**config.mk**
```make
export PLATFORM = sky130hd
export DESIGN_NAME = dmaModeStatus
export DESIGN_NICKNAME = d
export VERILOG_FILES = /design/src/hdl/dmaPkg.sv /design/src/hdl/dmaModeStatus.sv
export SDC_FILE = /design/constraint.sdc
export NUM_CORES = 1
export LEC_CHECK = 0
export ABC_AREA = 1
export BUFFER_PORTS_ARGS = -buffer_cell sky130_fd_sc_hd__clkbuf_2
export CAP_MARGIN = 40
export CELL_PAD_IN_SITES_DETAIL_PLACEMENT = 1
export CELL_PAD_IN_SITES_GLOBAL_PLACEMENT = 1
export CORE_MARGIN = 5
export CORE_UTILIZATION = 38
export CTS_CLUSTER_DIAMETER = 150
export CTS_CLUSTER_SIZE = 30
export DETAILED_ROUTE_END_ITERATION = 6
export PLACE_DENSITY = 0.86
export SLEW_MARGIN = 20
export SYNTH_ARGS = -nofsm -noshare
export SYNTH_HDL_FRONTEND = slang
export SYNTH_SLANG_ARGS = --single-unit
```
**constraint.sdc**
```tcl
create_clock -name busIf -period 1.3 [get_ports busIf]
set_input_delay 0.065 -clock busIf [delete_from_list [all_inputs] [get_ports busIf]]
set_output_delay 0.065 -clock busIf [all_outputs]
set_load 0.02 [all_outputs]
```
**src/hdl/dmaPkg.sv**
```systemverilog
package dmaPkg;

  // datapath widths
  localparam int dataWidth = 8;
  localparam int addrWidth = 16;
  localparam int channels  = 4;
  localparam int chanWidth = 2;

  // register codes seen on addrIn
  // codes 0 to 7 are channel registers, bit 0 picks count over address
  localparam logic [3:0] regCodeCommand       = 4'd8;
  localparam logic [3:0] regCodeStatus        = 4'd8;
  localparam logic [3:0] regCodeMode          = 4'd11;
  localparam logic [3:0] regCodeClearFlipFlop = 4'd12;

  // command register
  localparam int cmdDisableBit = 2;

  // mode register fields, bits 1:0 of the written byte carry the channel
  localparam int modeTypeLsb      = 2;
  localparam int modeAutoInitBit  = 4;
  localparam int modeDecrementBit = 5;

  // transfer types, zero is verify and moves no data
  localparam logic [1:0] typeWrite = 2'd1;
  localparam logic [1:0] typeRead  = 2'd2;

  // timing FSM states
  localparam int stateWidth = 3;
  localparam logic [stateWidth-1:0] stateIdle     = 3'd0;
  localparam logic [stateWidth-1:0] stateRequest  = 3'd1;
  localparam logic [stateWidth-1:0] stateLoad     = 3'd2;
  localparam logic [stateWidth-1:0] stateTransfer = 3'd3;
  localparam logic [stateWidth-1:0] stateUpdate   = 3'd4;

endpackage

```
**src/hdl/dmaModeStatus.sv**
```systemverilog
`timescale 1ns/10ps

module dmaModeStatus
(
  input  logic                          busIf,
  input  logic                          reset,
  input  logic                          ldCommand,
  input  logic                          ldMode,
  input  logic                          rdStatus,
  input  logic [dmaPkg::dataWidth-1:0]  dataIn,
  input  logic [dmaPkg::channels-1:0]   dreq,
  input  logic                          eop,
  input  logic [dmaPkg::chanWidth-1:0]  activeChannel,
  output logic                          controllerDisabled,
  output logic [1:0]                    activeType,
  output logic                          activeDecrement,
  output logic                          activeAutoInit,
  output logic [dmaPkg::dataWidth-1:0]  statusByte
);

  import dmaPkg::*;

  // only type, autoinit and decrement are kept per channel
  logic [modeDecrementBit:modeTypeLsb] modeField [channels];
  logic [modeDecrementBit:modeTypeLsb] activeMode;
  logic [channels-1:0]                 tcFlags;

  // the other command bits have no function here
  always_ff @(posedge busIf)
  begin
    if (reset)
      controllerDisabled <= 1'b0;
    else if (ldCommand)
      controllerDisabled <= dataIn[cmdDisableBit];
  end

  always_ff @(posedge busIf)
  begin
    if (reset)
    begin
      for (int i = 0; i < channels; i++)
        modeField[i] <= '0;
    end
    else if (ldMode)
      modeField[dataIn[chanWidth-1:0]] <= dataIn[modeDecrementBit:modeTypeLsb];
  end

  assign activeMode      = modeField[activeChannel];
  assign activeType      = activeMode[modeTypeLsb+1:modeTypeLsb];
  assign activeAutoInit  = activeMode[modeAutoInitBit];
  assign activeDecrement = activeMode[modeDecrementBit];

  // sticky TC bits, a read clears them but a new TC in the same cycle wins
  always_ff @(posedge busIf)
  begin
    if (reset)
      tcFlags <= '0;
    else
    begin
      if (rdStatus)
        tcFlags <= '0;
      if (eop)
        tcFlags[activeChannel] <= 1'b1;
    end
  end

  // request bits are live, not latched
  assign statusByte = {dreq, tcFlags};

endmodule

```
==> results_dict.tcl <==
set metrics [dict create \
    leakage_nw 0.5446 \
    clockRootBuffer "clkbuf_4" \
    cts.sinks 21 \
    dpl_worst_slack_ns 0.2186 \
    powerDensity_mw_per_mm2 1124 \
    diodes 0 \
    final_common_cell "nand2_1" \
    hold_depth 3 \
    r2r-end "tcFlags[3]" \
    finalSetupTns_ns 0 \
    finalCritPeriodShare_pct 90.58 \
    fin_area_sq_mm 0.001144 \
    r2r-start "tcFlags[3]" \
    postLayoutCoreUtil_pct 45.75 \
    synth_cell_types 16 \
    die_area_sq_mm 0.003756 \
    dr.pass1.iters 4 \
    area_growth_syn_to_layout_pct 14.39 \
    endpoint_kind "primary output" \
    cts_tree "yes" \
    synth_seq_cells 21 \
    postRouteAntennaNets 0 \
    cts_buffer_depth 2 \
    final_cell_mix "46 x nand2_1, 22 x clkbuf_2, 16 x edfxtp_1" \
    die_x_um 61.29 \
    syn_area_per_cell_sq_um 8.618 \
    worst_slack_ns 0.1225 \
    start_util_pct 39.99 \
    yosysWarnings 0 \
    worstHoldStart "eop" \
    critPathKind "reg -> out" \
    start_kind "flop" \
    fp-row-count 18 \
    netlist_area_sq_um 999.7 \
    synth_top_flop_cell "edfxtp_1" \
    r2r_cells 2 \
    grt_max_degree 13 \
    wl_um 2364 \
    drt-initial-drc-count 13 \
    max_cap_viol_count 0 \
    fmax_mhz 849.2 \
    wire_per_inst_um 14.16 \
    dpl_cell_area_sq_mm 0.001107 \
    report.final.setup_viol 0 \
    via_per_inst 4.820 \
    whs_endpoint "tcFlags[1]" \
    status "complete, no violations" \
    whs_ns 0.04657 \
    insertion_delay_ns 0.30 \
    core_area_sq_mm 0.002500 \
    grt_pass1_wl_um 3767 \
    post-route-min-period_ns 1.178 \
    grt_usage_pct 13.98 \
    required_ns 1.24 \
    htree_levels 1 \
    cp-startpoint "modeField[2][1]" \
    portBuffers 22 \
    io_pins 33 \
    peakVddDrop_mv 0.6182 \
    slew-limit-headroom_pct 83.37 \
    skew_ns 0 \
    nets 158 \
    path_max_fanout 1 \
    hold_violations 0 \
    r2r_slack_ns 0.64 \
    synth_edf_count 16 \
    worst_pin_slew_ns 0.2476 \
    die_h_um 61.29 \
    clkTransAtPathRegs_ns 0.12 \
    async_reset_ff_share_pct 0 \
    rsz0062_at_grt "no" \
    syn-num-nets 136 \
    overflow 0 \
    drive_gt1_share_pct 22.63 \
    gp_congestion 0.7321 \
    antenna_found_initial 0 \
    cts-buffers-inserted 3 \
    syn_inst 116 \
    drv_slew 0 \
    dp_hpwl_um 1817 \
    drc 0 \
    grt_pass1_vias 837 \
    seq_area_frac_synth_pct 58.07 \
    hold_class "in -> reg" \
    arrival_ns 1.11 \
    dr_total_vias 805 \
]
cell usage after synthesis, types with 2 or more instances:
library cell,count,area share (%)
a21oi_1,5,2.5
buf_2,2,1.0
buf_4,4,3.0
dfxtp_1,5,10
edfxtp_1,16,48
inv_1,8,3.0
inv_2,2,0.75
nand2_1,46,17
nand3_1,5,2.5
nand3_2,2,2.0
nor2_1,14,5.3
nor3_1,3,1.5
how the worst max path moves through the flow:
stage / to / slack [ns] / cells after the start
final: activeType[1] / 0.12 / 5
after global routing: activeAutoInit / 0.02 / 5
after CTS: activeType[1] / 0.10 / 5
after detailed placement: activeDecrement / 0.22 / 7
after global placement: activeDecrement / 0.28 / 7
after floorplan: modeField[0][0] / 0.57 / 4
what timing repair did:
| item | 4_1_cts | 5_1_grt |
|---|---|---|
| setup buffers | 0 | 0 |
| hold buffers | 1 | 0 |
| gates resized for setup | 0 | 0 |
| endpoints found under the hold margin | 1 | 0 |
layout make-up:
cell class | count | area (sq um)
timing repair buffer | 23 | 120.1
tap | 30 | 37.54
sequential | 21 | 580.6
multi-input combinational | 78 | 337.8
clock buffer | 4 | 26.28
inverter | 11 | 41.29
fill | 308 | 1356
stage by stage:
| stage | std cells | total power, W |
|---|---|---|
| floorplan | 116 | 0.0009289 |
| global placement | 162 | 0.0009765 |
| detailed placement | 162 | 0.0009877 |
| CTS | 167 | 0.001310 |
| global route | 167 | 0.001360 |
| finish | 167 | 0.001286 |
critical path, cell delays in order, from the launching register on:
cell and delay [ns]:
edfxtp_1 0.42, nand2_1 0.08, nand2_1 0.05, nand2_1 0.05, nand2_1 0.05, clkbuf_2 0.15
cell families after synthesis:
family | Yosys count | synth area share (%)
and+or+nand+nor | 72 | 30.79
DFF | 21 | 58.07
buffers and inverters | 17 | 8.135
AOI/OAI and AO/OA | 6 | 3.003
where the power goes:
| part | switching (W) | total (W) | internal, W |
|---|---|---|---|
| Combinational | 0.000130 | 0.000191 | 0.0000609 |
| Clock | 0.000192 | 0.000312 | 0.000120 |
| Sequential | 0.0000162 | 0.000783 | 0.000767 |
metal layers:
metal / wire length (um) / global-route usage, % / vias to the layer above
li1: - / - / 404
met1: 988 / 14.92 / 380
met2: 1214 / 25.98 / 16
met3: 122 / 3.354 / 5
met4: 40 / 5.882 / 0
met5: 0 / 0 / -
state kept, by name (all words and copies together) (netlist names):
name / cells
modeField: 16
tcFlags: 4
controllerDisabled: 1
No activity file was read; power rests on OpenSTA's default activity.
