==> src/hdl/dmaPkg.sv <==
package dmaPkg;

  // datapath widths
  localparam int dataWidth = 8;
  localparam int addrWidth = 16;
  localparam int channels  = 4;
  localparam int chanWidth = 2;

  // register codes seen on addrIn
  // codes 0 to 7 are channel registers, bit 0 picks count over address
  localparam logic [3:0] regCodeCommand       = 4'd8;
  localparam logic [3:0] regCodeStatus        = 4'd8;
  localparam logic [3:0] regCodeMode          = 4'd11;
  localparam logic [3:0] regCodeClearFlipFlop = 4'd12;

  // command register
  localparam int cmdDisableBit = 2;

  // mode register fields, bits 1:0 of the written byte carry the channel
  localparam int modeTypeLsb      = 2;
  localparam int modeAutoInitBit  = 4;
  localparam int modeDecrementBit = 5;

  // transfer types, zero is verify and moves no data
  localparam logic [1:0] typeWrite = 2'd1;
  localparam logic [1:0] typeRead  = 2'd2;

  // timing FSM states
  localparam int stateWidth = 3;
  localparam logic [stateWidth-1:0] stateIdle     = 3'd0;
  localparam logic [stateWidth-1:0] stateRequest  = 3'd1;
  localparam logic [stateWidth-1:0] stateLoad     = 3'd2;
  localparam logic [stateWidth-1:0] stateTransfer = 3'd3;
  localparam logic [stateWidth-1:0] stateUpdate   = 3'd4;

endpackage

==> src/hdl/dmaPortDecode.sv <==
`timescale 1ns/10ps

module dmaPortDecode
(
  input  logic       busIf,
  input  logic       csN,
  input  logic       iorN,
  input  logic       iowN,
  input  logic       hlda,
  input  logic [3:0] addrIn,
  output logic       ldChannelReg,
  output logic       rdChannelReg,
  output logic       ldCommand,
  output logic       ldMode,
  output logic       rdStatus,
  output logic       clearFlipFlop
);

  import dmaPkg::*;

  logic hldaQ;
  logic programAllowed;
  logic cpuWrite;
  logic cpuRead;
  logic channelCode;

  // hlda from the previous clock, keeps the CPU out for one turnaround cycle
  always_ff @(posedge busIf)
  begin
    hldaQ <= hlda;
  end

  // the CPU owns the registers only while the bus is not granted
  assign programAllowed = ~hlda & ~hldaQ;

  assign cpuWrite = programAllowed & ~csN & ~iowN & iorN;
  assign cpuRead  = programAllowed & ~csN & ~iorN & iowN;

  // codes 0 to 7 reach the address and count registers
  assign channelCode = ~addrIn[3];

  assign ldChannelReg = cpuWrite & channelCode;
  assign rdChannelReg = cpuRead & channelCode;

  // command and status share a code, direction tells them apart
  assign ldCommand = cpuWrite & (addrIn == regCodeCommand);
  assign rdStatus  = cpuRead & (addrIn == regCodeStatus);

  assign ldMode = cpuWrite & (addrIn == regCodeMode);

  // data on this write is ignored
  assign clearFlipFlop = cpuWrite & (addrIn == regCodeClearFlipFlop);

endmodule

==> config.mk <==
export PLATFORM = sky130hd
export DESIGN_NAME = dmaPortDecode
export DESIGN_NICKNAME = d
export VERILOG_FILES = /design/src/hdl/dmaPkg.sv /design/src/hdl/dmaPortDecode.sv
export SDC_FILE = /design/constraint.sdc
export NUM_CORES = 1
export LEC_CHECK = 0
export ABC_AREA = 1
export BUFFER_PORTS_ARGS = -buffer_cell sky130_fd_sc_hd__buf_2
export CAP_MARGIN = 20
export CORE_AREA = 5 5 42 44
export DETAILED_ROUTE_END_ITERATION = 7
export DIE_AREA = 0 0 47 49
export PLACE_DENSITY = 0.3
export SETUP_SLACK_MARGIN = 0.5
export SLEW_MARGIN = 10
export SYNTH_ARGS = -nofsm -noshare
export SYNTH_HDL_FRONTEND = slang
export SYNTH_SLANG_ARGS = --single-unit
==> constraint.sdc <==
create_clock -name busIf -period 1.8 [get_ports busIf]
set_input_delay 0.27 -clock busIf [delete_from_list [all_inputs] [get_ports busIf]]
set_output_delay 0.27 -clock busIf [all_outputs]
set_load 0.01 [all_outputs]
==> impl_metrics.tcl, run 1 <==
set metrics [dict create \
    grt.total_usage 0.03933 \
    ir_worst_vdd_mv 0.1095 \
    tightest_slew_ns 0.1249 \
    ys_ff_latch 1 \
    vias_per_cell 3.140 \
    syn-num-nets 29 \
    largest_registers "hldaQ x1" \
    post-route-period-util 0.6337 \
    syn_inst 20 \
    cp_data_arrival_time_ns 0.87 \
    grt_max_degree 6 \
    avgSynthCellArea_um2 5.443 \
    cpPeakStageDelay_ns 0.14 \
    cap_violations 0 \
    diodes 0 \
    initial_core_util 0.07768 \
    crit_type "primary input to primary output" \
    leakage_nw 0.1121 \
    ctsHoldBuffers 0 \
    die_w_um 47 \
    mappedNetlistArea_um2 108.9 \
    setup_tns_ns 0 \
    final_max_slew_viol_count 0 \
    final_cell_mix "buf_2 (14), nor2_1 (8), inv_1 (4)" \
    finalSetupViolCount 0 \
    hold_violations 0 \
    ys_top_cells_by_area "nor2_1 (28%), dfxtp_1 (18%), nand3_1 (14%), inv_1 (14%), nor2_2 (11%)" \
    num_vias 157 \
    cp-end-kind "primary output" \
    yosysWarnings 0 \
    ios 15 \
    synth-seq-area-share 0.1839 \
    final_common_cell "buf_2" \
    ctsResizeCount 0 \
    yosysTopAreaCellShare 0.2759 \
    total_power_mw 0.04530 \
    cp-start-kind "primary input" \
    yosysTopAreaCell "nor2_1" \
    portBuffers 14 \
    totalWireLength_um 398 \
    wl_per_cell_um 7.960 \
    rows 14 \
    synth.distinct_cells 7 \
    grt_antenna_before_repair 0 \
    synthToLayoutAreaGrowth_pct 82.76 \
    path_max_fanout 2 \
    core_area_um2 1401 \
    die-area_um2 2303 \
    hold_path.class "primary input to register" \
    clock.fmax_mhz 876.7 \
    dp.cells 50 \
    largest_register "hldaQ" \
    drt_first_pass_iters 2 \
    cp_slowest_cell "buf_2" \
    ant_nets 0 \
    instances_no_fill 50 \
    grt_first_pass_wirelength_um 745 \
    cellPowerDensity_nw_per_um2 227.7 \
    relSlewSlack 0.9164 \
    fin_nets 45 \
    die_h_um 49 \
    post-route-util 0.1420 \
    grt_pass1_vias 171 \
    postPlaceCellArea_um2 198.9 \
    drt_iter0_markers 1 \
    worstPathRequired_ns 1.53 \
    period_minus_slack_ns 1.141 \
    fillers 184 \
    drive_gt1_frac 0.5000 \
    overflow 0 \
    rsz0062_at_grt "false" \
    gp_congestion 0.6415 \
    post_cts_buffers 0 \
    outcome "finished, final reports clean" \
    drc 0 \
    cp_cell_sequence "buf_2 > nor2_1 > nand3_1 > nor2_1 > buf_2" \
    cts.clk_slew.worst_paths_ns 0 \
    largest_register_ffs 1 \
    fin_area_um2 198.9 \
]
[cells in the mapped netlist]
cell     n
nand4_1  1
inv_1    4
nor2_1   8
nor2_2   2
nand3_1  3
nand3_2  1
dfxtp_1  1
[report_power, final]
group / internal, mW / total (mW) / switching [mW]
Sequential: 0.0238 / 0.0243 / 0.000456
Combinational: 0.00985 / 0.0210 / 0.0112
Clock: 0 / 0 / 0
[logic make-up (layout without fill, tap and decap cells)]
logic type,count (synthesis),after routing,synth area share
buffers and inverters,4,18,0.1379
flip-flops,1,1,0.1839
AND/OR/NAND/NOR,15,15,0.6782
[through the flow]
step                setup WS (ns)  hold slack, ns
CTS                        0.6452          0.3887
global placement           0.6291          0.3924
floorplan                  0.8460          0.2977
finish                     0.6594          0.3873
detailed placement         0.6475          0.3887
global route               0.5340          0.3965
[routing by layer]
metal,track usage,part of all wire,wire (µm),vias to the layer above
li1,-,-,-,90
met1,0.05882,0.39,157,59
met2,0.06335,0.47,188,8
met3,0.003690,0.13,52,0
met4,0,0,0,0
met5,0,0,0,-
[critical path, delay by kind of cell]
family | cells | cell delay [ns]
buffers and inverters | 2 | 0.24
AND/OR/NAND/NOR | 3 | 0.36
[final cells by class]
cell class | count | area [µm²] | area share
repair buffers | 14 | 70.07 | 0.3522
multi-input cells | 15 | 73.82 | 0.3711
inverters | 4 | 15.01 | 0.07547
flip-flops and latches | 1 | 20.02 | 0.1006
well taps | 16 | 20.02 | 0.1006
[path summary, 6_finish.rpt]
| path | from | to | slack (ns) | depth (start not counted) |
|---|---|---|---|---|
| max | addrIn[0] | rdStatus | 0.66 | 5 |
| min | hlda | hldaQ | 0.39 | 1 |
No activity file was read; power rests on OpenSTA's default activity.
==> run 2, diff against run 1 <==
==> constraint.sdc (replaced) <==
create_clock -name busIf -period 1.08 [get_ports busIf]
set_input_delay 0.162 -clock busIf [delete_from_list [all_inputs] [get_ports busIf]]
set_output_delay 0.162 -clock busIf [all_outputs]
set_load 0.01 [all_outputs]
==> impl_metrics.tcl, run 2 (synthesized netlist as in run 1, its figures left out) <==
set metrics [dict create \
    p_clk_frac 0 \
    period_minus_slack_ns 0.9233 \
    p_int_mw 0.05833 \
    post-route-period-util 0.8549 \
    multi_input_area_um2 93.84 \
    hold_path.class "primary input to register" \
    path_max_fanout 2 \
    ant_nets 0 \
    register_area_um2 21.27 \
    fin_nets 45 \
    final_cell_mix "buf_2 (14), nor2_1 (5), inv_1 (4), nor2_2 (4), nand3_1 (3)" \
    cap_violations 0 \
    drive_gt1_frac 0.6176 \
    core_area_um2 1401 \
    largest_register "hldaQ" \
    swShare 0.2975 \
    gp_congestion 0.5933 \
    portBuffers 14 \
    post-route-util 0.1571 \
    drc 0 \
    grt_pass1_vias 142 \
    ios 15 \
    grt_first_pass_wirelength_um 627 \
    crit_family "simple AND/OR/NAND/NOR gates" \
    fillers 176 \
    whs_path_depth 1 \
    drt_iter0_markers 2 \
    clock.fmax_mhz 1083 \
    postPlaceCellArea_um2 198.9 \
    cp_slowest_cell "buf_2" \
    ctsHoldBuffers 0 \
    cpPeakStageDelay_ns 0.13 \
    outcome "finished, final reports clean" \
    relSlewSlack 0.9131 \
    cp_data_arrival_time_ns 0.76 \
    dp_hpwl_um 367.5 \
    synthToLayoutAreaGrowth_pct 102.3 \
    seqPwrFrac 0.502 \
    largest_registers "hldaQ x1" \
    place_ws_ns 0.1348 \
    leakage_nw 0.1128 \
    comb_power_share 0.498 \
    crit_type "primary input to primary output" \
    instances_no_fill 50 \
    cpMostUsedCell "buf_2" \
    cp_num_buf_inv 2 \
    timing.hold.ws_ns 0.2781 \
    vias_per_cell 3.480 \
    cts.clk_slew.worst_paths_ns 0 \
    fin_area_um2 220.2 \
    num_vias 174 \
    diodes 0 \
    grt_max_degree 6 \
    tightest_slew_ns 0.1302 \
    post_cts_buffers 0 \
    dp.cells 50 \
    rsz0062_at_grt "true" \
    totalWireLength_um 415 \
    drt_first_pass_iters 4 \
    final_common_cell "buf_2" \
    rows 14 \
    ir_worst_vdd_mv 0.2086 \
    cellPowerDensity_nw_per_um2 377.1 \
    initial_core_util 0.07768 \
    fin_ws_ns 0.1567 \
    grt_antenna_before_repair 0 \
    grt.total_usage 0.03373 \
    total_power_mw 0.08304 \
    overflow 0 \
    die_w_um 47 \
    largest_register_ffs 1 \
    hold_start "hlda" \
    setup_tns_ns 0 \
    path_depth 5 \
    cp-start-kind "primary input" \
    worstPathRequired_ns 0.92 \
    cp-end-kind "primary output" \
    wl_per_cell_um 8.300 \
    cp_cell_sequence "buf_2 > nor2_2 > nand3_1 > nor2_1 > buf_2" \
    die_h_um 49 \
    power_switching_mw 0.02471 \
    die-area_um2 2303 \
    min_to "hldaQ" \
    hold_violations 0 \
    final_max_slew_viol_count 0 \
    finalSetupViolCount 0 \
]
run 2: cell counts in the layout (fill, tap and decap cells not counted):
Identical to the previous run, type by type.
run 2: repair_timing:
item	CTS	global route
gates resized for setup	3	3
hold endpoints to repair	0	0
pin swaps	4	1
cloned	0	0
endpoints found under the setup margin	6	6
run 2: area by class of cell:
type / count / area share
Tap cell: 16 / 0.09091
Inverter: 4 / 0.06818
Sequential cell: 1 / 0.09659
Multi-Input combinational cell: 15 / 0.4261
Timing Repair Buffer: 14 / 0.3182
run 2: power groups by stage:
stage               clock network, mW  logic, mW  registers [mW]
global placement                    0     0.0359          0.0405
floorplan                           0     0.0138          0.0404
finish                              0     0.0414          0.0416
global route                        0     0.0456          0.0420
CTS                                 0     0.0384          0.0417
detailed placement                  0     0.0355          0.0405
run 2: worst max path at each step:
stage,from,endpoint,slack [ns]
2_1_floorplan,hldaQ,clearFlipFlop,0.23
6_report,addrIn[0],rdStatus,0.16
4_1_cts,hldaQ,ldCommand,0.16
3_5_place_dp,hldaQ,ldCommand,0.13
5_1_grt,hldaQ,ldCommand,0.09
3_3_place_gp,hldaQ,clearFlipFlop,0.13
run 2: layer usage:
metal / vias to the layer above / GRT usage / part of all wire
li1: 90 / - / -
met3: 0 / 0.007380 / 0.18
met4: 0 / 0 / 0
met1: 75 / 0.04585 / 0.38
met2: 9 / 0.05656 / 0.44
met5: - / 0 / 0
