===== config.mk =====
export PLATFORM = sky130hd
export DESIGN_NAME = dmaTimingFsm
export DESIGN_NICKNAME = d
export VERILOG_FILES = /design/src/hdl/dmaPkg.sv /design/src/hdl/dmaTimingFsm.sv
export SDC_FILE = /design/constraint.sdc
export NUM_CORES = 1
export LEC_CHECK = 0
export BUFFER_PORTS_ARGS = -buffer_cell sky130_fd_sc_hd__buf_2
export CAP_MARGIN = 25
export CORE_AREA = 2 2 39 41
export DETAILED_ROUTE_END_ITERATION = 6
export DIE_AREA = 0 0 41 43
export PLACE_DENSITY = 0.69
export SYNTH_ARGS = -nofsm -noshare
export SYNTH_HDL_FRONTEND = slang
export SYNTH_SLANG_ARGS = --single-unit

===== constraint.sdc =====
create_clock -name busIf -period 1.2 [get_ports busIf]
set_input_delay 0.24 -clock busIf [delete_from_list [all_inputs] [get_ports busIf]]
set_output_delay 0.24 -clock busIf [all_outputs]
set_load 0.005 [all_outputs]

===== src/hdl/dmaPkg.sv =====
package dmaPkg;

  // datapath widths
  localparam int dataWidth = 8;
  localparam int addrWidth = 16;
  localparam int channels  = 4;
  localparam int chanWidth = 2;

  // register codes seen on addrIn
  // codes 0 to 7 are channel registers, bit 0 picks count over address
  localparam logic [3:0] regCodeCommand       = 4'd8;
  localparam logic [3:0] regCodeStatus        = 4'd8;
  localparam logic [3:0] regCodeMode          = 4'd11;
  localparam logic [3:0] regCodeClearFlipFlop = 4'd12;

  // command register
  localparam int cmdDisableBit = 2;

  // mode register fields, bits 1:0 of the written byte carry the channel
  localparam int modeTypeLsb      = 2;
  localparam int modeAutoInitBit  = 4;
  localparam int modeDecrementBit = 5;

  // transfer types, zero is verify and moves no data
  localparam logic [1:0] typeWrite = 2'd1;
  localparam logic [1:0] typeRead  = 2'd2;

  // timing FSM states
  localparam int stateWidth = 3;
  localparam logic [stateWidth-1:0] stateIdle     = 3'd0;
  localparam logic [stateWidth-1:0] stateRequest  = 3'd1;
  localparam logic [stateWidth-1:0] stateLoad     = 3'd2;
  localparam logic [stateWidth-1:0] stateTransfer = 3'd3;
  localparam logic [stateWidth-1:0] stateUpdate   = 3'd4;

endpackage


===== src/hdl/dmaTimingFsm.sv =====
`timescale 1ns/10ps

module dmaTimingFsm
(
  input  logic                          busIf,
  input  logic                          reset,
  input  logic [dmaPkg::channels-1:0]   dreq,
  input  logic                          hlda,
  input  logic                          controllerDisabled,
  input  logic [1:0]                    activeType,
  input  logic                          activeAutoInit,
  input  logic                          terminalCount,
  output logic                          hrq,
  output logic [dmaPkg::channels-1:0]   dack,
  output logic                          memrN,
  output logic                          memwN,
  output logic                          eop,
  output logic                          loadCount,
  output logic                          stepCount,
  output logic                          writeBack,
  output logic                          reloadChannel,
  output logic [dmaPkg::chanWidth-1:0]  activeChannel
);

  import dmaPkg::*;

  logic [stateWidth-1:0] state;
  logic [stateWidth-1:0] nextState;
  logic [channels-1:0]   requests;
  logic [chanWidth-1:0]  winner;
  logic                  inTransfer;

  assign requests = controllerDisabled ? '0 : dreq;

  // fixed priority, channel 0 wins
  always_comb
  begin
    winner = '0;
    for (int i = channels - 1; i >= 0; i--)
    begin
      if (requests[i])
        winner = i[chanWidth-1:0];
    end
  end

  always_comb
  begin
    nextState = state;
    case (state)
      stateIdle:     if (|requests) nextState = stateRequest;
      // wait for the bus grant as long as it takes
      stateRequest:  if (hlda) nextState = stateLoad;
      stateLoad:     nextState = stateTransfer;
      stateTransfer: nextState = stateUpdate;
      stateUpdate:   nextState = stateIdle;
      default:       nextState = stateIdle;
    endcase
  end

  always_ff @(posedge busIf)
  begin
    if (reset)
    begin
      state         <= stateIdle;
      activeChannel <= '0;
    end
    else
    begin
      state <= nextState;
      // channel is frozen once arbitration is won
      if (state == stateIdle && |requests)
        activeChannel <= winner;
    end
  end

  assign inTransfer = (state == stateTransfer);

  assign hrq   = (state != stateIdle);
  assign dack  = inTransfer ? (channels'(1) << activeChannel) : '0;
  assign memwN = ~(inTransfer && activeType == typeWrite);
  assign memrN = ~(inTransfer && activeType == typeRead);

  assign loadCount     = (state == stateLoad);
  assign stepCount     = (state == stateUpdate);
  assign writeBack     = (state == stateUpdate);
  assign eop           = (state == stateUpdate) && terminalCount;
  assign reloadChannel = eop && activeAutoInit;

endmodule


==> results of run 1 <==
registers in the layout, summed over array words and instances (netlist names):
| name | count |
|---|---|
| activeChannel | 2 |
| state | 3 |
worst max-delay path: stages, from the launching register on:
cell and delay [ns]:
dfxtp_4 0.36, nor2_4 0.12, and3_4 0.19, and2_4 0.13, buf_6 0.09
layer usage:
| metal | global-route usage (%) | part of all wire [%] |
|---|---|---|
| met5 | 0 | 0 |
| met4 | 10.0 | 0 |
| met3 | 3.14 | 7.5 |
| met2 | 21.3 | 58 |
| met1 | 15.1 | 35 |
power by group:
| part | total [mW] | internal, mW | switching (mW) |
|---|---|---|---|
| Clock | 0.191 | 0.125 | 0.0653 |
| Combinational | 0.141 | 0.0831 | 0.0576 |
| Sequential | 0.197 | 0.179 | 0.0180 |
cell families after synthesis:
family,after synthesis,synth area share [%]
buf+inv,2,5.30
flops,5,28.3
compound gates,5,7.77
simple gates,28,53.0
mux,2,5.65
repair_timing:
action,CTS,global route
endpoints found under the setup margin,12,14
pin swaps,4,6
resized for setup,12,4
setup buffers,2,0
hold buffers,0,0
cell usage in the layout (no fill, tap or decap), types with 2 or more instances in the layout:
cell and instances:
o21ai_0 3, and3_1 2, dfxtp_1 2, nor2_1 3, mux2i_1 2, nor3b_2 2
buf_4 3, clkbuf_4 3, nor3_1 4, nand3b_1 3, buf_2 23, dfxtp_4 2
buf_6 4
final timing paths:
kind	end	slack (ns)	depth (start not counted)
worst max register to register	activeChannel[0]$_SDFFE_PP0P_	0.04	4
worst max-delay path	reloadChannel	-0.17	4
worst min register to register	state[1]$_SDFFE_PP0P_	0.56	2
worst min-delay path	state[2]$_SDFFE_PP0P_	0.24	2
final cells by class:
type	instances	area [µm²]	area share, %
clock buffers	4	26.3	4.37
repair buffers	30	183	30.4
well taps	16	20.0	3.33
flip-flops and latches	5	109	18.1
multi-input cells	35	264	43.9
stage by stage:
step | utilization [%] | TNS (ns) | total power [mW]
final | 43.5 | -1.08 | 0.528
after floorplan | - | 0 | 0.261
after detailed placement | 36.3 | 0 | 0.310
after global placement | 36.3 | 0 | 0.308
after CTS | 42.2 | -0.949 | 0.525
after global routing | 43.5 | -1.95 | 0.572
==> impl_metrics.py, run 1 <==
metrics = {
    "timing": {
        "drv_slew": 0,
        "fmax_mhz": 732,
        "min_period_ns": 1.37,
        "fin_worst_skew_ns": 0.00181,
        "slew_headroom_pct": 75.6,
        "setup-violations-final": 12,
        "worst_slack_ns": -0.166,
        "hold_viol_final": 0,
        "whs_ns": 0.242,
        "tightest_slew_ns": 0.362,
        "fin_crit_sh_pct": 114,
        "rsz0062_at_grt": "true",
    },
    "critical_path": {
        "critPathKind": "register to primary output",
        "r2r-start": "state[1]$_SDFFE_PP0P_",
        "arrival_ns": 1.13,
        "cp-start-kind": "register",
        "cp.required_ns": 0.96,
        "crit_path_start": "state[1]$_SDFFE_PP0P_",
        "cp-end-kind": "primary output",
        "critical_path.max_fanout": 5,
    },
    "clock_network": {
        "clk_pin_slew_ns": 0.04,
        "cts.sinks": 5,
        "clkLatencyLatePin_ns": 0.24,
        "cts-root-buf": "clkbuf_4",
        "cts_tree": "yes",
        "cts_made_buffers": 3,
        "cts_buffer_depth": 2,
        "h-tree-depth": 1,
    },
    "floorplanning": {
        "floorplan.rows": 14,
        "coreArea_um2": 1380,
        "initial_utilization_pct": 25.6,
        "die-area_um2": 1760,
        "io_pins": 26,
        "die_x_um": 41,
        "die_y_um": 43,
    },
    "place": {
        "dp_hpwl_um": 674,
        "gp_congestion": 0.823,
        "placedCellCount": 84,
        "io_buffers": 25,
        "post_dp_cell_area_um2": 503,
        "dp_slack_ns": 0.0409,
    },
    "finish": {
        "design_area_um2": 602,
        "final_cells": 90,
        "antennaDiodeCount": 0,
        "final_nets": 87,
        "drive_gt1_share_pct": 62.2,
        "fillers": 155,
        "syn2layout_area_growth_pct": 70.0,
    },
    "pwr": {
        "peakVddDrop_v": 0.000347,
        "leakagePower_nw": 0.295,
        "p_per_area_nw_per_um2": 878,
    },
    "logic_synthesis": {
        "ys.flop_type": "dfxtp_1",
        "synth_top_area_share_pct": 28.3,
        "syn_area_per_cell_um2": 8.43,
        "yosysTopAreaCell": "dfxtp_1",
        "synth-edff-count": 0,
        "yosysUniqueCellTypes": 23,
        "syn_area_um2": 354,
        "syn-num-nets": 54,
        "yosys-top-cells-count": "dfxtp_1 (5), nor2_1 (4), nor3_1 (4)",
        "synth.area.top_cells": "dfxtp_1 (28%), nand3b_1 (6.4%), nor4_4 (6.0%)",
        "synth_seq_area_share_pct": 28.3,
        "synthArstFlopShare_pct": 0,
        "synth-seq-cells": 5,
        "synth.most_common_cell": "dfxtp_1",
        "ys_warn_count": 0,
        "synth_cells": 42,
    },
    "route": {
        "ant_nets": 0,
        "dr.pass1.iters": 4,
        "num_vias": 443,
        "drcViolationCount": 0,
        "drt_iter0_drc": 6,
        "wl_mm": 1.01,
        "vias_per_cell": 4.92,
        "wl_per_cell_um": 11.2,
    },
    "grt": {
        "track_usage_pct": 13.7,
        "grt-ovfl-total": 0,
        "grt_pass1_vias": 366,
        "antenna_found_initial": 0,
        "grt_max_degree": 7,
        "grt_pass1_wl_mm": 1.57,
    },
    "outcome": {
        "status": "finished with violations",
        "violations": "setup timing",
    },
    "worst_hold_path": {
        "min-delay-start": "reset",
        "hold_class": "primary input to register",
    },
    "flow_run": {
        "max_cap_viol_count": 0,
    },
}
Power figures use the tool's default switching activity.
==> inputs of run 2 (changes only) <==
==> constraint.sdc (replaced) <==
create_clock -name busIf -period 1.32 [get_ports busIf]
set_input_delay 0.264 -clock busIf [delete_from_list [all_inputs] [get_ports busIf]]
set_output_delay 0.264 -clock busIf [all_outputs]
set_load 0.005 [all_outputs]
==> run 2 against run 1 <==
Effect of this change:
- the flow still finishes with violations (setup timing)
- register-to-register slack worse by 0.06 ns
- cell count is 3.3% higher
- clock skew is 0.0023 ns higher
- highest routed layer is now met4
- count of clock-buffer cells in the layout is 1 lower
- utilization is 1.3 points higher
- clock power hardly changed
- critical path type unchanged
- die area stayed put
- sequential power is 9.6% lower
- largest cell class unchanged
- largest power group is now the clock network
- wire length is 4.5% lower
- via count is 1.4% lower
==> impl_metrics.py, run 2 (synthesis gave the netlist of run 1 again) <==
metrics = {
    "outcome": {
        "status": "finished with violations",
        "violations": "setup timing",
    },
    "floorplanning": {
        "floorplan.rows": 14,
        "coreArea_um2": 1380,
        "die_x_um": 41,
        "die_y_um": 43,
        "initial_utilization_pct": 25.6,
        "die-area_um2": 1760,
        "io_pins": 26,
    },
    "route": {
        "drcViolationCount": 0,
        "num_vias": 437,
        "vias_per_cell": 4.70,
        "wl_um": 962,
        "drt_iter0_drc": 4,
        "dr.pass1.iters": 4,
        "ant_nets": 0,
        "wl_per_cell_um": 10.3,
    },
    "finish": {
        "largestRegisters": "state x3, activeChannel x2",
        "final_core_util_pct": 44.8,
        "final_common_cell": "buf_2",
        "final_nets": 90,
        "top_register": "state",
        "drive_gt1_share_pct": 63.6,
        "syn2layout_area_growth_pct": 74.9,
        "antennaDiodeCount": 0,
        "final_cell_mix": "buf_2 (24), buf_4 (6)",
        "fillers": 144,
        "largest_reg_flops": 3,
    },
    "clock_network": {
        "clk_pin_slew_ns": 0.05,
        "cts_tree": "yes",
        "cts_buffer_depth": 2,
        "h-tree-depth": 1,
        "cts-root-buf": "clkbuf_4",
        "holdBufCountCts": 0,
        "clkLatencyLatePin_ns": 0.25,
        "cts_made_buffers": 3,
        "cts.sinks": 5,
    },
    "place": {
        "gp_congestion": 0.777,
        "dp_slack_ns": 0.0690,
        "io_buffers": 25,
        "dp_hpwl_um": 673,
    },
    "critical_path": {
        "critical_path.max_fanout": 5,
        "cp.required_ns": 1.06,
        "critPathKind": "register to primary output",
        "cp-start-kind": "register",
        "cp_slowest_cell": "dfxtp_4",
        "cp_top_family": "flip-flops",
        "path_cells": "buf_4 -> and3_1 -> and2_1 -> buf_2",
        "arrival_ns": 1.15,
        "worst-path-buf-inv": 2,
        "max_stage_delay_ns": 0.35,
        "cp-end-kind": "primary output",
    },
    "pwr": {
        "leakagePower_nw": 0.313,
        "peakVddDrop_v": 0.000361,
        "p_per_area_nw_per_um2": 808,
    },
    "timing": {
        "min_period_ns": 1.41,
        "fin_crit_sh_pct": 107,
        "slew_headroom_pct": 76.4,
        "tightest_slew_ns": 0.351,
        "hold_viol_final": 0,
        "fmax_mhz": 709,
        "setup-violations-final": 9,
        "fin_worst_skew_ns": 0.00410,
        "worst_slack_ns": -0.0914,
        "drv_slew": 0,
        "rsz0062_at_grt": "true",
    },
    "grt": {
        "grt-ovfl-total": 0,
        "grt_pass1_vias": 376,
        "track_usage_pct": 12.7,
        "antenna_found_initial": 0,
        "grt_max_degree": 9,
        "grt_pass1_wl_mm": 1.47,
    },
    "worst_hold_path": {
        "hold_class": "primary input to register",
    },
    "flow_run": {
        "max_cap_viol_count": 0,
    },
}
==> run 2: final cells by class <==
type	instances	area (µm²)	share of cell area, %
clock inverters	1	5.00	0.808
multi-input cells	35	262	42.2
well taps	16	20.0	3.23
clock buffers	3	22.5	3.64
flip-flops and latches	5	111	18.0
repair buffers	33	199	32.1
==> run 2: path summary, 6_finish.rpt <==
kind	from	endpoint	slack (ns)	cells past startpoint
worst max-delay path	state[2]$_SDFFE_PP0P_	reloadChannel	-0.09	4
worst min-delay path	reset	state[2]$_SDFFE_PP0P_	0.25	2
worst max register to register	state[2]$_SDFFE_PP0P_	activeChannel[0]$_SDFFE_PP0P_	-0.02	6
worst min register to register	state[2]$_SDFFE_PP0P_	state[0]$_SDFFE_PP0P_	0.55	2
==> run 2: power breakdown <==
part / leakage, nW / internal, mW / switching, mW / total, mW
registers: 0.0430 / 0.160 / 0.0176 / 0.178
logic: 0.252 / 0.0811 / 0.0515 / 0.133
clock network: 0.0177 / 0.110 / 0.0792 / 0.190
total: 0.313 / 0.352 / 0.148 / 0.500
==> run 2: timing repair <==
| item | CTS | global route |
|---|---|---|
| gates resized for setup | 9 | 6 |
| buffers inserted | 2 | 3 |
| pin swaps | 2 | 2 |
| endpoints found under the setup margin | 10 | 9 |
==> run 2: layer usage <==
layer / track usage (%) / part of all wire [%]
met1: 13.6 / 40
met2: 20.6 / 50
met3: 3.14 / 7.1
met4: 8.00 / 2.8
met5: 0 / 0
==> run 2: stage by stage <==
stage               cell area (µm²)  instances  hold slack (ns)  TNS (ns)  power [mW]
floorplan                       354         42            0.336         0       0.238
global placement                503         84            0.515         0       0.280
detailed placement              503         84            0.520         0       0.283
CTS                             568         90            0.241    -0.446       0.482
global route                    619         93            0.252     -1.23       0.530
finish                          619         93            0.247    -0.541       0.500
