### src/hdl/dmaPkg.sv
package dmaPkg;

  // datapath widths
  localparam int dataWidth = 8;
  localparam int addrWidth = 16;
  localparam int channels  = 4;
  localparam int chanWidth = 2;

  // register codes seen on addrIn
  // codes 0 to 7 are channel registers, bit 0 picks count over address
  localparam logic [3:0] regCodeCommand       = 4'd8;
  localparam logic [3:0] regCodeStatus        = 4'd8;
  localparam logic [3:0] regCodeMode          = 4'd11;
  localparam logic [3:0] regCodeClearFlipFlop = 4'd12;

  // command register
  localparam int cmdDisableBit = 2;

  // mode register fields, bits 1:0 of the written byte carry the channel
  localparam int modeTypeLsb      = 2;
  localparam int modeAutoInitBit  = 4;
  localparam int modeDecrementBit = 5;

  // transfer types, zero is verify and moves no data
  localparam logic [1:0] typeWrite = 2'd1;
  localparam logic [1:0] typeRead  = 2'd2;

  // timing FSM states
  localparam int stateWidth = 3;
  localparam logic [stateWidth-1:0] stateIdle     = 3'd0;
  localparam logic [stateWidth-1:0] stateRequest  = 3'd1;
  localparam logic [stateWidth-1:0] stateLoad     = 3'd2;
  localparam logic [stateWidth-1:0] stateTransfer = 3'd3;
  localparam logic [stateWidth-1:0] stateUpdate   = 3'd4;

endpackage

### src/hdl/dmaTransferCounter.sv
`timescale 1ns/10ps

module dmaTransferCounter
(
  input  logic                          busIf,
  input  logic                          reset,
  input  logic                          loadCount,
  input  logic                          stepCount,
  input  logic                          activeDecrement,
  input  logic [dmaPkg::addrWidth-1:0]  currentAddress,
  input  logic [dmaPkg::addrWidth-1:0]  currentCount,
  output logic [dmaPkg::addrWidth-1:0]  tempAddress,
  output logic [dmaPkg::addrWidth-1:0]  tempCount,
  output logic                          terminalCount
);

  import dmaPkg::*;

  logic [addrWidth-1:0] workAddress;
  logic [addrWidth-1:0] workCount;
  logic [addrWidth-1:0] nextAddress;
  logic [addrWidth-1:0] nextCount;

  assign nextAddress = activeDecrement ? workAddress - addrWidth'(1)
                                       : workAddress + addrWidth'(1);
  // count wraps to FFFF on the last word
  assign nextCount   = workCount - addrWidth'(1);

  always_ff @(posedge busIf)
  begin
    if (reset)
    begin
      workAddress <= '0;
      workCount   <= '0;
    end
    else if (loadCount)
    begin
      workAddress <= currentAddress;
      workCount   <= currentCount;
    end
    else if (stepCount)
    begin
      workAddress <= nextAddress;
      workCount   <= nextCount;
    end
  end

  // during the step cycle the stepped values go out for write back
  assign tempAddress = stepCount ? nextAddress : workAddress;
  assign tempCount   = stepCount ? nextCount : workCount;

  // judged on the count before the step
  assign terminalCount = (workCount == '0);

endmodule

### config.mk
export PLATFORM = sky130hd
export DESIGN_NAME = dmaTransferCounter
export DESIGN_NICKNAME = d
export VERILOG_FILES = /design/src/hdl/dmaPkg.sv /design/src/hdl/dmaTransferCounter.sv
export SDC_FILE = /design/constraint.sdc
export NUM_CORES = 1
export LEC_CHECK = 0
export BUFFER_PORTS_ARGS = -buffer_cell sky130_fd_sc_hd__buf_2
export CORE_ASPECT_RATIO = 1.1
export CORE_MARGIN = 2
export CORE_UTILIZATION = 29
export CTS_CLUSTER_SIZE = 40
export DETAILED_ROUTE_END_ITERATION = 6
export PLACE_DENSITY = 0.48
export SETUP_SLACK_MARGIN = 0.5
export SLEW_MARGIN = 20
export SYNTH_ARGS = -nofsm -noshare
export SYNTH_HDL_FRONTEND = slang
export SYNTH_SLANG_ARGS = --single-unit
### constraint.sdc
create_clock -name busIf -period 4.3 [get_ports busIf]
set_clock_uncertainty 0.1 [all_clocks]
set_input_delay 0.86 -clock busIf [delete_from_list [all_inputs] [get_ports busIf]]
set_output_delay 0.86 -clock busIf [all_outputs]
set_load 0.01 [all_outputs]
==> summary.md, run 1 <==
| Metric | Value |
|---|---|
| Worst hold slack across all endpoints | `514 ps` |
| Largest fanout of any net on the critical path | `18` |
| Arrival time at the worst endpoint | `~2800 ps` |
| Detailed-route via count | `roughly 2,400` |
| Buf+Inv Stages, Crit Path | `3` |
| Number of register bits inferred by synthesis | `32` |
| Clock Power Share | `between 20% and 30%` |
| Category of the worst setup path launch point | `primary input` |
| H-tree depth reported by CTS | `2` |
| Share of total power in combinational logic | `37.8%` |
| Starting DRC count in detailed routing | `88` |
| Drt drc | `0` |
| Top achievable clock speed | `between 0.2 and 0.3 GHz` |
| First drt pass iteration count | `4` |
| Via count of the first global-routing pass | `2,308` |
| Initial antenna violation count | `0` |
| CTS clk-pin slew, worst paths | `about 70 ps` |
| Syn nets | `354` |
| Fraction of power consumed by sequential logic | `32.7%` |
| Initial Utilization | `30.3%` |
| Clock Tree Buf Depth | `2` |
| Number of library cell types mapped by synthesis | `59` |
| Height of the die | `99.9 um` |
| Aggregate global-route resource usage | `14.7%` |
| Ports placed on the boundary | `70` |
| Area taken by multi-input logic gates | `1760 um^2` |
| Maximum number of pins on one net before global-route repair | `33` |
| Clock tree from TritonCTS | `yes` |
| Number of setup violations in the final report | `0` |
| Hold crit path type | `register to register` |
| FF+latch area | `641 um^2` |
| Die Outline Area | `around 9100 um^2` |
| Net count of the finished layout | `426` |
| FFs w/ async S/R, synth | `0%` |
| Post-route fraction of the period consumed by the critical path | `86.4%` |
| Max-slew violations | `0` |
| Total cell area at the placement stage | `2860 um^2` |
| Worst-margin pin slew | `1010 ps` |
| Std-Cell Rows | `34` |
| HPWL after DPL | `5.00 mm` |
| Die boundary width | `about 91 um` |
| Final wirelength | `just under 7 mm` |
| Number of I/O port buffers | `69` |
| Switching part of the total power | `35.2%` |
| Placer Congestion | `0.838` |
| GR Overflow Total | `0` |
| Switching Power | `0.000372 W` |
| Vias per inst | `about 5` |
| Global-route wire length before repair | `10.9 mm` |
| Number of antenna cells inserted | `0` |
| Netlist area before placement | `2420 um^2` |
| Maximum VDD drop | `0.000144 V` |
| Leakage component of the power | `1.47 nW` |
| Number of hold violations in the final report | `0` |
| Worst slew slack as a fraction of its limit | `32.3%` |
| Library cell used as clock root buffer | `sky130_fd_sc_hd__clkbuf_8` |
| Most used flip-flop cell after synthesis | `sky130_fd_sc_hd__dfxtp_1` |
| Internal Dissipation | `roughly 0.0007 W` |
| Post-synthesis sequential area ratio | `26.4%` |
| FILL cells | `898` |
| Relative area change from synthesis to final layout | `28.2%` |
| Std-Cell Core Area | `8000 um^2` |
| Number of enable flip-flop cells after synthesis | `0` |
| Unrepaired setup endpoints after global routing | `no` |
| Category of the worst setup path capture point | `primary output` |
| Number of antenna-violating nets in the routed design | `0` |
| Cts bufs inserted | `5` |
| Total negative setup slack | `0 ps` |
| Wirelength per Cell | `14.2 um` |
| Number of cells produced by synthesis | `300` |
| Minimum clock period | `around 3700 ps` |
| Cells along the critical path | `buf_12, ha_1, a21o_1, and4_4, o2111ai_2, nor3b_4, buf_4, xnor2_1, mux2_2, buf_2` |
| Critical path start-end classification | `primary input to primary output` |
| Status | `complete, no violations` |
| Syn avg cell area | `8.07 um^2` |
| Required time at the worst-slack endpoint | `~3300 ps` |
| Clock insertion delay at the later pin of the skew report | `290 ps` |
| Number of sinks on the clock net | `32` |
| Slowest cell on the critical path | `sky130_fd_sc_hd__ha_1` |
| Final cell area excluding filler cells | `between 3000 and 4000 um^2` |
| Number of max-capacitance violations reported | `0` |
| Fraction of layout cells with a size suffix above 1 | `30.8%` |
| Crit path largest cell delay | `290 ps` |
| Power density over the cells | `340 nW/um^2` |
| Family with the most delay on the worst path | `simple AND/OR/NAND/NOR gates` |
| Warning count from the yosys run | `0` |
[path summary, 6_finish.rpt]
kind | startpoint | end | slack, ps | cells past startpoint
worst max-delay path | activeDecrement | tempAddress[11] | 580 | 10
worst min-delay path | workCount[15] | workCount[15] | 510 | 3
worst max register to register | workAddress[9] | workAddress[15] | 1750 | 10
worst min register to register | workCount[15] | workCount[15] | 510 | 3
[metrics by stage]
stage / utilization [%] / cells / power (W) / setup WS, ps
floorplan: - / 300 / 0.000607 / 686
global placement: 35.8 / 466 / 0.000724 / 267
detailed placement: 35.8 / 466 / 0.000725 / 258
finish: 38.8 / 481 / 0.00105 / 583
CTS: 37.7 / 476 / 0.00105 / 547
global route: 38.8 / 481 / 0.00112 / 475
[kinds of logic (layout without fill, tap and decap cells)]
family / Yosys count / count (layout) / synth area share [%]
AO/OA/AOI/OAI: 86 / 86 / 24.4
XOR/XNOR: 23 / 23 / 8.32
AND/OR/NAND/NOR: 107 / 107 / 21.5
multiplexers: 15 / 15 / 6.71
flip-flops: 32 / 32 / 26.4
adder cells (fa/ha/maj): 17 / 17 / 9.09
buffers and inverters: 20 / 93 / 3.51
[state kept, by name, summed over array words and instances (netlist names)]
register / count
workAddress: 16
workCount: 16
[power by group through the flow]
stage | logic (W) | clock network, W | registers [W]
5_1_grt | 0.000442 | 0.000334 | 0.000349
3_5_place_dp | 0.000374 | 0 | 0.000351
2_1_floorplan | 0.000261 | 0 | 0.000345
6_report | 0.000399 | 0.000311 | 0.000345
3_3_place_gp | 0.000373 | 0 | 0.000351
4_1_cts | 0.000385 | 0.000318 | 0.000344
[cell usage after synthesis, types with 2 or more instances]
cell type	instances	area share (%)
sky130_fd_sc_hd__nand2_1	43	6.7
sky130_fd_sc_hd__dfxtp_1	32	26
sky130_fd_sc_hd__a21oi_1	28	5.8
sky130_fd_sc_hd__nor2_1	28	4.3
sky130_fd_sc_hd__ha_1	16	8.3
sky130_fd_sc_hd__xnor2_1	12	4.3
sky130_fd_sc_hd__xor2_1	11	4.0
sky130_fd_sc_hd__o21a_1	10	3.1
sky130_fd_sc_hd__a21o_1	9	2.8
sky130_fd_sc_hd__mux2i_1	8	3.3
sky130_fd_sc_hd__nor3_1	8	1.7
sky130_fd_sc_hd__clkbuf_1	7	1.1
sky130_fd_sc_hd__mux2_2	6	2.8
sky130_fd_sc_hd__nand3_1	6	1.2
sky130_fd_sc_hd__o21ai_0	6	1.2
sky130_fd_sc_hd__inv_1	5	0.77
sky130_fd_sc_hd__nand2b_1	5	1.3
sky130_fd_sc_hd__buf_1	4	0.62
sky130_fd_sc_hd__o21ai_1	4	0.83
sky130_fd_sc_hd__a211oi_1	3	0.93
sky130_fd_sc_hd__nor4_1	3	0.77
sky130_fd_sc_hd__o2bb2ai_1	3	1.1
sky130_fd_sc_hd__buf_2	2	0.41
sky130_fd_sc_hd__nor2b_1	2	0.52
sky130_fd_sc_hd__nor3b_2	2	1.0
sky130_fd_sc_hd__o211a_1	2	0.83
sky130_fd_sc_hd__o22ai_1	2	0.52
sky130_fd_sc_hd__o31ai_1	2	0.62
[routing by layer]
layer	part of all wire, %	GRT usage, %	up-vias
li1	-	-	1226
met1	43	17.3	1109
met2	50	26.6	57
met3	5.3	3.68	9
met4	1.5	4.31	0
met5	0	0	-
[tightest hold or removal path: stages, from the launching register on]
cell                      delay (ps)
sky130_fd_sc_hd__dfxtp_1         350
sky130_fd_sc_hd__xnor2_1          90
sky130_fd_sc_hd__nand2_1          60
sky130_fd_sc_hd__a21oi_1          60
[what timing repair did]
item                                    in CTS  in global routing
resized for setup                            6                 11
hold buffers                                 0                  0
endpoints found under the setup margin       8                  6
hold endpoints to repair                     0                  0
buffers inserted                             2                  5
pin swaps                                    2                  5
[final cells by class]
| class | instances | share of cell area, % |
|---|---|---|
| Clock inverter | 3 | 1.49 |
| Inverter | 6 | 0.725 |
| Clock buffer | 5 | 2.22 |
| Sequential cell | 32 | 20.6 |
| Multi-Input combinational cell | 248 | 56.6 |
| Timing Repair Buffer | 79 | 14.0 |
| Tap cell | 108 | 4.35 |
[cell usage in the layout, fill, tap and decap left out, drive strengths merged, types with 8 or more instances in the layout]
cell type,instances
a21o,9
a21oi,29
buf,79
dfxtp,32
ha,16
mux2i,8
nand2,43
nor2,28
nor3,9
o21a,10
o21ai,10
xnor2,12
xor2,11
Note: power is estimated with default switching activity, not from simulation.
==> run 2, diff against run 1 <==
Settings changed: CORE_ASPECT_RATIO 1.1 to unset, RECOVER_POWER set to 50.
==> summary.md, run 2 (synthesized netlist as in run 1, its figures left out) <==
| Metric | Value |
|---|---|
| Status | `finished, violations left` |
| Violations in the final reports | `max-capacitance violations, max-slew violations` |
| Area taken by multi-input logic gates | `about 1800 um^2` |
| H-tree depth reported by CTS | `2` |
| Detailed-route via count | `2,357` |
| Clock insertion delay at the later pin of the skew report | `280 ps` |
| Maximum VDD drop | `0.000155 V` |
| Number of max-capacitance violations reported | `1` |
| Number of antenna-violating nets in the routed design | `0` |
| Slowest cell on the critical path | `sky130_fd_sc_hd__ha_1` |
| Vias per inst | `roughly 5.0` |
| Aggregate global-route resource usage | `15.8%` |
| Top achievable clock speed | `0.264 GHz` |
| Final wirelength | `6.96 mm` |
| Power density over the cells | `338 nW/um^2` |
| Relative area change from synthesis to final layout | `26.8%` |
| Cts bufs inserted | `5` |
| Largest fanout of any net on the critical path | `12` |
| GR Overflow Total | `0` |
| Crit path top cell by count | `sky130_fd_sc_hd__o2111ai_1` |
| Fraction of layout cells with a size suffix above 1 | `29.1%` |
| Family with the most delay on the worst path | `compound AO/OA/AOI/OAI gates` |
| Starting DRC count in detailed routing | `81` |
| Post-route fraction of the period consumed by the critical path | `88.2%` |
| Wirelength per Cell | `approximately 15 um` |
| Number of hold violations in the final report | `0` |
| Category of the worst setup path capture point | `primary output` |
| Initial Utilization | `29.6%` |
| Die boundary width | `about 95 um` |
| Final standard cell count with taps included and fillers excluded | `473` |
| HPWL after DPL | `a little under 5 mm` |
| Number of instances in the placed design | `462` |
| Maximum number of pins on one net before global-route repair | `33` |
| Crit path largest cell delay | `300 ps` |
| Placer Congestion | `0.804` |
| Leakage component of the power | `1.45 nW` |
| FILL cells | `892` |
| Std-Cell Rows | `33` |
| Arrival time at the worst endpoint | `roughly 2800 ps` |
| Max-slew violations | `33` |
| Initial antenna violation count | `0` |
| Worst slew slack as a fraction of its limit | `-1.81%` |
| Minimum setup slack after placement | `between 200 and 300 ps` |
| Buf+Inv Stages, Crit Path | `3` |
| Fin worst setup slack | `508 ps` |
| Clock tree from TritonCTS | `yes` |
| FF+latch area | `641 um^2` |
| Via count of the first global-routing pass | `approximately 2,300` |
| Ports placed on the boundary | `70` |
| Critical path start-end classification | `primary input to primary output` |
| Drt drc | `0` |
| CTS clk-pin slew, worst paths | `80 ps` |
| Required time at the worst-slack endpoint | `3340 ps` |
| Height of the die | `about 95 um` |
| Clock Tree Buf Depth | `2` |
| Post-Route Utilization | `37.6%` |
| Cells along the critical path | `buf_6, ha_1, a21o_1, and4_4, o2111ai_1, nor3b_4, buf_4, o2111ai_1, o31ai_1, or2_1, buf_2` |
| Net count of the finished layout | `~420` |
| Largest registers | `workAddress x16, workCount x16` |
| Std-Cell Core Area | `8180 um^2` |
| Most frequent cells in the layout | `sky130_fd_sc_hd__buf_2, sky130_fd_sc_hd__nand2_1, sky130_fd_sc_hd__dfxtp_1` |
| Hold crit path type | `register to register` |
| Worst-margin pin slew | `about 1500 ps` |
| Worst hold slack across all endpoints | `503 ps` |
| Number of setup violations in the final report | `0` |
| Global-route wire length before repair | `11.2 mm` |
| Unrepaired setup endpoints after global routing | `yes` |
| Die Outline Area | `9100 um^2` |
| Number of sinks on the clock net | `32` |
| Category of the worst setup path launch point | `primary input` |
| Minimum clock period | `3790 ps` |
| Total negative setup slack | `0 ps` |
| Number of I/O port buffers | `69` |
| Number of antenna cells inserted | `0` |
| Library cell used as clock root buffer | `sky130_fd_sc_hd__clkbuf_8` |
| Most common library cell in the layout ignoring fill and taps | `sky130_fd_sc_hd__buf_2` |
| First drt pass iteration count | `4` |
## run 2: worst register-to-register path, cell delays in order (launching register included)
cell                        delay (ps)
sky130_fd_sc_hd__dfxtp_1           330
sky130_fd_sc_hd__ha_2              410
sky130_fd_sc_hd__and4_1            250
sky130_fd_sc_hd__o2111ai_1         170
sky130_fd_sc_hd__nor3b_4           200
sky130_fd_sc_hd__a311o_1           400
sky130_fd_sc_hd__buf_4             150
sky130_fd_sc_hd__mux2_4            290
sky130_fd_sc_hd__nor2_1             90
## run 2: area by class of cell
class,instances,share of cell area [%]
multi-input cells,248,57.9
flip-flops and latches,32,20.9
repair buffers,74,12.7
well taps,105,4.28
clock buffers,6,2.36
clock inverters,2,1.14
inverters,6,0.733
## run 2: stage by stage
stage          cell area [um^2]  total power, W
2_1_floorplan              2420        0.000607
3_3_place_gp               2850        0.000724
3_5_place_dp               2850        0.000722
4_1_cts                    2990         0.00103
5_1_grt                    3070         0.00111
6_report                   3070         0.00104
## run 2: final timing paths
path,cells after the start,slack (ps),startpoint,end
setup / recovery,11,510,activeDecrement,tempAddress[13]
hold / removal,3,500,workCount[15],workCount[15]
setup reg to reg,8,1860,workAddress[9],workAddress[15]
hold reg to reg,3,500,workCount[15],workCount[15]
## run 2: routing by layer
metal / wire length [um] / up-vias / global-route usage (%)
met5: 0 / - / 0
met4: 52 / 0 / 3.21
met3: 372 / 4 / 3.56
met2: 3280 / 70 / 26.3
met1: 3250 / 1071 / 21.2
li1: - / 1212 / -
## run 2: timing repair
| action | 4_1_cts | 5_1_grt |
|---|---|---|
| setup endpoints to repair | 5 | 8 |
| pin swaps | 3 | 8 |
| gates resized for setup | 5 | 15 |
| hold buffers | 0 | 0 |
| gates cloned | 0 | 0 |
| buffers inserted | 1 | 2 |
## run 2: power breakdown
part | total, W | switching (W) | internal (W)
Sequential | 0.000345 | 0.0000229 | 0.000322
Combinational | 0.000398 | 0.000217 | 0.000182
Clock | 0.000294 | 0.000122 | 0.000172
